--- config.mk ---
export PLATFORM = sky130hd
export DESIGN_NAME = imem_apb_loader
export DESIGN_NICKNAME = d
export VERILOG_FILES = /design/src/hdl/fetch_pkg.sv /design/src/hdl/imem_apb_loader.sv
export SDC_FILE = /design/constraint.sdc
export NUM_CORES = 1
export LEC_CHECK = 0
export BUFFER_PORTS_ARGS = -buffer_cell sky130_fd_sc_hd__buf_2
export CORE_ASPECT_RATIO = 0.75
export CORE_MARGIN = 4
export CORE_UTILIZATION = 41
export CTS_BUF_LIST = sky130_fd_sc_hd__clkbuf_4
export DETAILED_ROUTE_END_ITERATION = 7
export GPL_TIMING_DRIVEN = 0
export PLACE_DENSITY = 0.85
export SLEW_MARGIN = 20
export SYNTH_ARGS = -nofsm -noshare
export SYNTH_HDL_FRONTEND = slang
export SYNTH_SLANG_ARGS = --single-unit
export TNS_END_PERCENT = 5
--- constraint.sdc ---
create_clock -name clk -period 2.1 [get_ports clk]
set_input_delay 0.21 -clock clk [delete_from_list [all_inputs] [get_ports clk]]
set_output_delay 0.21 -clock clk [all_outputs]
set_load 0.02 [all_outputs]
--- src/hdl/fetch_pkg.sv ---
`default_nettype none

package fetch_pkg;

	////////////////////////////////////////////////////////////
	// widths with a meaning
	////////////////////////////////////////////////////////////

	// one instruction word
	typedef logic [31:0] word_t;
	// word address, pc counts in words
	typedef logic [31:0] pc_t;
	// apb register offset
	typedef logic [7:0] apb_addr_t;

	// all ones word stops fetch
	localparam word_t halt_word = '1;

	// debug port register map, byte offsets
	localparam apb_addr_t reg_ctrl   = 8'h00;
	localparam apb_addr_t reg_addr   = 8'h04;
	localparam apb_addr_t reg_data   = 8'h08;
	localparam apb_addr_t reg_status = 8'h0C;
	localparam apb_addr_t reg_pc     = 8'h10;

	////////////////////////////////////////////////////////////
	// enums
	////////////////////////////////////////////////////////////

	// next pc source, from decode/control
	typedef enum logic [1:0] {
		pc_seq      = 2'd0,
		pc_branch   = 2'd1,
		pc_jump     = 2'd2,
		pc_register = 2'd3
	} pc_src_t;

	// fetch run/halt machine
	typedef enum logic [1:0] {
		st_idle    = 2'd0,
		st_run     = 2'd1,
		st_halted  = 2'd2
	} fetch_state_t;

	////////////////////////////////////////////////////////////
	// bundles
	////////////////////////////////////////////////////////////

	// 98 bits
	typedef struct packed {
		pc_src_t pc_src;
		pc_t     branch_target;
		pc_t     jump_target;
		pc_t     reg_target;
	} redirect_t;

	// if/id register, 97 bits
	typedef struct packed {
		logic  valid;
		pc_t   pc;
		pc_t   pc_next;
		word_t instr;
	} if_id_t;

	// memory write port, 65 bits
	typedef struct packed {
		logic  en;
		pc_t   addr;
		word_t data;
	} imem_wr_t;

	typedef struct packed {
		logic      psel;
		logic      penable;
		logic      pwrite;
		apb_addr_t paddr;
		word_t     pwdata;
	} apb_req_t;

	typedef struct packed {
		word_t prdata;
		logic  pready;
		logic  pslverr;
	} apb_rsp_t;

endpackage

`default_nettype wire
--- src/hdl/imem_apb_loader.sv ---
`timescale 1ns/1ps
`default_nettype none

module imem_apb_loader (
	input wire clk,
	input wire reset,
	input wire fetch_pkg::apb_req_t apb_req,
	output fetch_pkg::apb_rsp_t apb_rsp,
	// fetch status for reads
	input wire fetch_pkg::fetch_state_t state,
	input wire fetch_pkg::pc_t pc,
	output logic run,
	output fetch_pkg::imem_wr_t imem_wr
);

	// auto-incrementing load address
	fetch_pkg::pc_t load_addr;

	logic access;
	logic wr_access;
	logic rd_access;
	logic bad_addr;
	// data write refused while running
	logic busy_err;
	logic running;
	logic halted;
	fetch_pkg::word_t rd_val;

	////////////////////////////////////////////////////////////
	// apb phase decode
	////////////////////////////////////////////////////////////

	// zero wait states, access completes when penable is up
	assign access = apb_req.psel && apb_req.penable;
	assign wr_access = access && apb_req.pwrite;
	assign rd_access = access && !apb_req.pwrite;

	assign running = (state == fetch_pkg::st_run);
	assign halted = (state == fetch_pkg::st_halted);

	// register map and read mux
	always_comb begin
		rd_val = '0;
		bad_addr = 1'b0;
		case (apb_req.paddr)
			fetch_pkg::reg_ctrl:   rd_val = {31'd0, run};
			fetch_pkg::reg_addr:   rd_val = load_addr;
			// no memory read-back
			fetch_pkg::reg_data:   rd_val = '0;
			fetch_pkg::reg_status: rd_val = {30'd0, running, halted};
			fetch_pkg::reg_pc:     rd_val = pc;
			default:               bad_addr = 1'b1;
		endcase
	end

	assign busy_err = wr_access && (apb_req.paddr == fetch_pkg::reg_data) && run;

	always_comb begin
		apb_rsp.pready = 1'b1;
		apb_rsp.pslverr = access && (bad_addr || busy_err);
		// bus is quiet outside a read access
		apb_rsp.prdata = rd_access ? rd_val : '0;
	end

	////////////////////////////////////////////////////////////
	// memory write strobe
	////////////////////////////////////////////////////////////

	// write lands on the access edge
	always_comb begin
		imem_wr.en = wr_access && (apb_req.paddr == fetch_pkg::reg_data) && !run;
		imem_wr.addr = load_addr;
		imem_wr.data = apb_req.pwdata;
	end

	////////////////////////////////////////////////////////////
	// control registers
	////////////////////////////////////////////////////////////

	always_ff @(posedge clk) begin
		if (reset) begin
			run <= 1'b0;
			load_addr <= '0;
		end else if (wr_access && !bad_addr) begin
			case (apb_req.paddr)
				fetch_pkg::reg_ctrl: run <= apb_req.pwdata[0];
				fetch_pkg::reg_addr: load_addr <= apb_req.pwdata;
				fetch_pkg::reg_data: begin
					// step only when the word was stored
					if (!run) begin
						load_addr <= load_addr + 32'd1;
					end
				end
				// status and pc are read only
				default: ;
			endcase
		end
	end

endmodule

`default_nettype wire

==> flow_metrics.py, run 1 <==
metrics = {
    "worst_setup_path": {
        "critPathMaxStageDelay_ns": 0.54,
        "critPathKind": "reg -> reg",
        "cp-start-kind": "flop",
        "crit_required_ns": 2.31,
        "end_kind": "flop",
        "worstPathMaxFanout": 8,
        "slowest_stage": "or4b_4",
        "regToRegSetupSlack_ns": -0.03,
        "r2r-end": "load_addr[27]",
        "r2r_start": "load_addr[3]",
        "crit_chain": "nand4_1, or4_4, or4b_4, o21ai_2, a221oi_2",
        "cp.arrival_ns": 2.34,
        "reg2reg_depth": 5,
    },
    "yosys": {
        "synth_top_area_share_pct": 21.98,
        "ys_seq_area_share_pct": 21.98,
        "netlist_top_cells_area": "dfxtp_1, a22oi_1, buf_4",
        "synth-edff-count": 0,
        "ys_warn_count": 0,
        "yosys.area.top_type": "dfxtp_1",
        "syn_nets": 512,
        "synth_flop_cell": "dfxtp_1",
        "synth.distinct_cells": 55,
        "synthArstFlopShare_pct": 0,
        "syn_area_sq_um": 3005,
        "ys_ff_latch": 33,
        "synthCells": 432,
        "syn_avg_cell_area_sq_um": 6.957,
    },
    "detailed_routing": {
        "via_per_inst": 6.028,
        "wl_per_cell_um": 19.16,
        "first_pass_iters": 5,
        "drcViolationCount": 0,
        "drt_wl_total_mm": 13.74,
        "vias": 4322,
        "drt_iter0_drc": 407,
        "postRouteAntennaNets": 0,
    },
    "run": {
        "maxCapViolCount": 0,
    },
    "timing": {
        "relSlewSlack_pct": 52.98,
        "worstMarginPinSlew_ns": 0.7052,
        "report.final.hold_viol_count": 0,
        "fin_skew_ns": 0.008631,
        "setup_viol": 4,
        "setup_tns_ns": -0.06048,
        "setup_ws_ns": -0.03334,
        "slew_viol_final": 0,
        "rsz0062_at_grt": "true",
        "finalCriticalPeriod_ns": 2.133,
        "timing.final.crit_share_pct": 101.6,
        "fmax_mhz": 468.7,
    },
    "placement": {
        "dpl_cell_area_sq_um": 4006,
        "dp_slack_ns": -0.3318,
        "gp_congestion": 0.9486,
        "dpl.hpwl_mm": 10.03,
        "numPortBuffers": 175,
    },
    "cts": {
        "clkSinkCount": 33,
        "cts_buffers": 5,
        "path_clk_slew_ns": 0.11,
        "ctsRootBufferMaster": "clkbuf_4",
        "htree_levels": 2,
        "cts_tree": "built",
        "insertion_delay_ns": 0.35,
        "cts_buffer_depth": 2,
    },
    "outcome": {
        "failed_checks": "setup timing",
        "status": "finished, violations left",
    },
    "cells_and_area": {
        "drive_gt1_share_pct": 45.07,
        "syn2layout_area_growth_pct": 43.46,
        "final_nets": 698,
        "fillCellCount": 650,
        "antenna-diode-count": 0,
        "final_cell_mix": "buf_2, buf_4, nor2_1",
        "layout_commonest_cell": "buf_2",
        "final_area_sq_um": 4312,
        "fin_util_pct": 61.93,
    },
    "pwr": {
        "power_density_nw_per_um2": 307.6,
        "peakVddDrop_mv": 0.1717,
        "p_leak_uw": 0.001832,
    },
    "global_routing": {
        "antenna_found_initial": 0,
        "grt_start_max_net_pins": 11,
        "grtUsageTotal_pct": 29.82,
        "grt_overflow": 0,
        "grt_pass1_vias": 4024,
        "grt_pass1_wl_mm": 20.71,
    },
    "floorplan": {
        "num_rows": 26,
        "initial_core_util_pct": 43.17,
        "die_area_sq_um": 8778,
        "core_sq_um": 6962,
        "die_w_um": 106.9,
        "pin_count": 179,
        "die_h_um": 82.15,
    },
    "min_path": {
        "min-delay-start": "apb_req[1]",
        "hold_path.class": "in -> reg",
        "hold_depth": 3,
        "hold_end": "load_addr[1]",
    },
}
==> cell families after synthesis <==
group,synth area share (%)
multiplexers,1.457
flip-flops,21.98
AO/OA/AOI/OAI,30.81
adder cells (fa/ha/maj),0.4163
buffers and inverters,14.61
other,0.1248
AND/OR/NAND/NOR,30.60
==> worst max-delay path: cells and delay by family, from the launching register on <==
family | cells | cell delay (ns)
AND/OR/NAND/NOR | 3 | 1.31
flip-flops | 1 | 0.53
AO/OA/AOI/OAI | 2 | 0.16
==> sequential cells by signal, indices dropped and copies added (netlist names) <==
signal	flops
load_addr	32
run	1
==> worst max-delay path by stage <==
| stage | startpoint | endpoint | slack [ns] | cells after the start |
|---|---|---|---|---|
| floorplan | load_addr[8] | load_addr[27] | 0.02 | 6 |
| global placement | apb_req[37] | apb_rsp[21] | -0.30 | 8 |
| detailed placement | apb_req[37] | apb_rsp[21] | -0.33 | 8 |
| CTS | apb_req[33] | apb_rsp[21] | -0.04 | 8 |
| global route | apb_req[35] | imem_wr[64] | -0.09 | 7 |
| finish | load_addr[3] | load_addr[27] | -0.03 | 5 |
==> report_power, final <==
part	internal, uW	switching, uW	total [uW]	leakage (uW)
Combinational	140	150	289	0.00153
Clock	172	240	412	0.0000368
Sequential	623	0.929	624	0.000270
==> routing by layer <==
metal  GRT usage (%)  vias up  wire length, um
met5               0        -                0
met4           10.09        0              389
met3           7.226       45             1659
met2           50.13      327             6254
met1           37.91     1993             5436
li1                -     1957                -
==> cell type report <==
cell class | count | area (sq um) | area share (%)
sequential | 33 | 674.4 | 15.64
buffer | 70 | 445.4 | 10.33
multi-input combinational | 319 | 2023 | 46.92
inverter | 10 | 37.54 | 0.8706
clock buffer | 8 | 60.06 | 1.393
tap | 98 | 122.6 | 2.844
timing repair buffer | 179 | 948.4 | 22.00
==> metrics by stage <==
step	hold WS [ns]	instances	total power [uW]
floorplan	0.3539	432	787.1
global placement	0.4843	705	912.5
detailed placement	0.4883	705	919.0
CTS	0.1199	717	1317
global route	0.1201	717	1372
finish	0.1121	717	1326
==> Yosys cell counts, drive strengths merged, types with 2 or more instances <==
cell type	instances
and2	5
clkbuf	24
nand3	21
nor3	3
o31a	6
nor4	11
a21oi	30
and3	8
nand4	16
a211oi	7
dfxtp	33
nand2	37
a31oi	6
nand2b	4
a311oi	3
a31o	3
a21o	5
o22ai	3
o21ai	20
nand3b	3
a2111oi	2
nor2b	3
or3	5
buf	46
mux2	3
nor2	52
a22oi	33
or4	2
inv	10
o32ai	10
nor3b	3
==> timing repair <==
action	4_1_cts	5_1_grt
gates resized for setup	46	30
setup endpoints to repair	48	46
hold buffers	0	0
setup buffers	4	0
pin swaps	5	2
No activity file was read; power rests on OpenSTA's default activity.
==> run 2: changes to the inputs <==
--- a/config.mk
+++ b/config.mk
@@ -6,9 +6,11 @@
 export NUM_CORES = 1
 export LEC_CHECK = 0
 export BUFFER_PORTS_ARGS = -buffer_cell sky130_fd_sc_hd__buf_2
+export CELL_PAD_IN_SITES_DETAIL_PLACEMENT = 0
+export CELL_PAD_IN_SITES_GLOBAL_PLACEMENT = 1
 export CORE_ASPECT_RATIO = 0.75
 export CORE_MARGIN = 4
-export CORE_UTILIZATION = 41
+export CORE_UTILIZATION = 27
 export CTS_BUF_LIST = sky130_fd_sc_hd__clkbuf_4
 export DETAILED_ROUTE_END_ITERATION = 7
 export GPL_TIMING_DRIVEN = 0
@@ -17,4 +19,3 @@
 export SYNTH_ARGS = -nofsm -noshare
 export SYNTH_HDL_FRONTEND = slang
 export SYNTH_SLANG_ARGS = --single-unit
-export TNS_END_PERCENT = 5
==> flow_metrics.py, run 2 (synthesis gave the netlist of run 1 again) <==
metrics = {
    "floorplan": {
        "die_h_um": 99.37,
        "num_rows": 33,
        "die_area_sq_um": 12900,
        "pin_count": 179,
        "core_sq_um": 10900,
        "initial_core_util_pct": 27.57,
        "die_w_um": 129.8,
    },
    "cells_and_area": {
        "final_nets": 702,
        "largest_reg_flops": 32,
        "fin_cells": 763,
        "syn2layout_area_growth_pct": 50.54,
        "antenna-diode-count": 0,
        "layout_commonest_cell": "buf_2",
        "regMostFlops": "load_addr",
        "top_regs": "load_addr x32, run x1",
        "final_cell_mix": "buf_2, buf_4, nor2_1",
        "drive_gt1_share_pct": 47.35,
    },
    "min_path": {
        "hold_depth": 3,
        "hold_path.class": "in -> reg",
    },
    "timing": {
        "timing.final.crit_share_pct": 101.3,
        "fin_hold_ws_ns": 0.1317,
        "setup_ws_ns": -0.02724,
        "relSlewSlack_pct": 56.41,
        "fmax_mhz": 470.1,
        "setup_tns_ns": -0.05034,
        "fin_skew_ns": 0.01115,
        "worstMarginPinSlew_ns": 0.6538,
        "report.final.hold_viol_count": 0,
        "rsz0062_at_grt": "true",
        "slew_viol_final": 0,
        "finalCriticalPeriod_ns": 2.127,
        "setup_viol": 6,
    },
    "worst_setup_path": {
        "worstPathMaxFanout": 5,
        "cp-start-kind": "primary input",
        "end_kind": "output pin",
        "reg2reg_depth": 5,
        "crit_required_ns": 1.89,
        "cp.arrival_ns": 1.92,
        "critPathKind": "in -> out",
    },
    "placement": {
        "numPortBuffers": 175,
        "gp_congestion": 0.9428,
        "dpl.hpwl_mm": 10.41,
        "dp.cells": 747,
    },
    "cts": {
        "cts_buffer_depth": 2,
        "hold_buffers": 0,
        "cts_buffers": 5,
        "cts_tree": "built",
        "htree_levels": 2,
        "clkSinkCount": 33,
        "path_clk_slew_ns": 0.12,
        "ctsRootBufferMaster": "clkbuf_4",
        "insertion_delay_ns": 0.35,
    },
    "detailed_routing": {
        "wl_met3_mm": 1.296,
        "top_layer_used": "met4",
        "drcViolationCount": 0,
        "first_pass_iters": 6,
        "drt_wl_total_mm": 14.10,
        "wl_met2_mm": 6.507,
        "postRouteAntennaNets": 0,
        "wl_met1_mm": 6.175,
        "wl_per_cell_um": 18.48,
        "drt_iter0_drc": 501,
        "via_per_inst": 5.532,
        "vias": 4221,
    },
    "global_routing": {
        "antenna_found_initial": 0,
        "grtUsageTotal_pct": 20.51,
        "grt_pass1_vias": 3883,
        "grt_start_max_net_pins": 12,
        "grt_pass1_wl_mm": 20.95,
        "grt_overflow": 0,
    },
    "pwr": {
        "peakVddDrop_mv": 0.1510,
        "power_density_nw_per_um2": 288.6,
        "p_leak_uw": 0.001903,
    },
    "outcome": {
        "status": "finished, violations left",
        "failed_checks": "setup timing",
    },
    "run": {
        "maxCapViolCount": 0,
    },
}
[run 2: cell count changes in the layout (fill, tap and decap cells not counted), sizes merged]
cell,before,now
clkinv,0,2
clkinvlp,0,1
buf,225,235
clkbuf,32,23
[run 2: where the power goes]
part | internal [uW] | switching [uW] | leakage (uW)
clock network | 126 | 260 | 0.0000310
registers | 624 | 0.958 | 0.000271
logic | 144 | 152 | 0.00160
[run 2: path summary, 6_finish.rpt]
path,to,slack [ns],start
worst max-delay path,apb_rsp[17],-0.03,apb_req[32]
worst min-delay path,load_addr[4],0.13,apb_req[4]
worst max register to register,load_addr[27],0.04,load_addr[3]
worst min register to register,load_addr[27],0.53,load_addr[27]
[run 2: per-layer routing]
metal	vias up	global-route usage (%)
li1	1970	-
met1	1991	29.31
met2	247	31.52
met3	13	4.026
met4	0	5.431
met5	-	0
[run 2: critical path, stage by stage]
cell      delay (ns)
buf_6           0.09
or4_4           0.55
nor4bb_4        0.31
buf_6           0.17
buf_12          0.12
buf_8           0.11
a22oi_1         0.06
nor2_1          0.13
buf_4           0.15
[run 2: metrics by stage]
stage | area [sq um] | setup WS (ns) | util (%) | total power (uW)
6_report | 4524 | -0.02724 | 41.51 | 1306
5_1_grt | 4524 | -0.1123 | 41.51 | 1351
4_1_cts | 4367 | -0.06545 | 40.06 | 1304
3_5_place_dp | 4059 | -0.4788 | 37.24 | 921.0
3_3_place_gp | 4059 | -0.4206 | 37.24 | 917.0
2_1_floorplan | 3008 | 0.02169 | - | 787.1
[run 2: repair_timing]
action	in CTS	in global routing
buffers inserted	7	2
setup endpoints to repair	48	51
pin swaps	7	16
resized for setup	49	61
cloned	1	0
[run 2: layout make-up]
cell class                 count  area [sq um]
timing repair buffer         185          1049
inverter                      10         37.54
buffer                        68         457.9
sequential                    33         676.9
clock inverter                 3         17.52
fill                        1175          6376
multi-input combinational    319          2073
tap                          140         175.2
clock buffer                   5         37.54
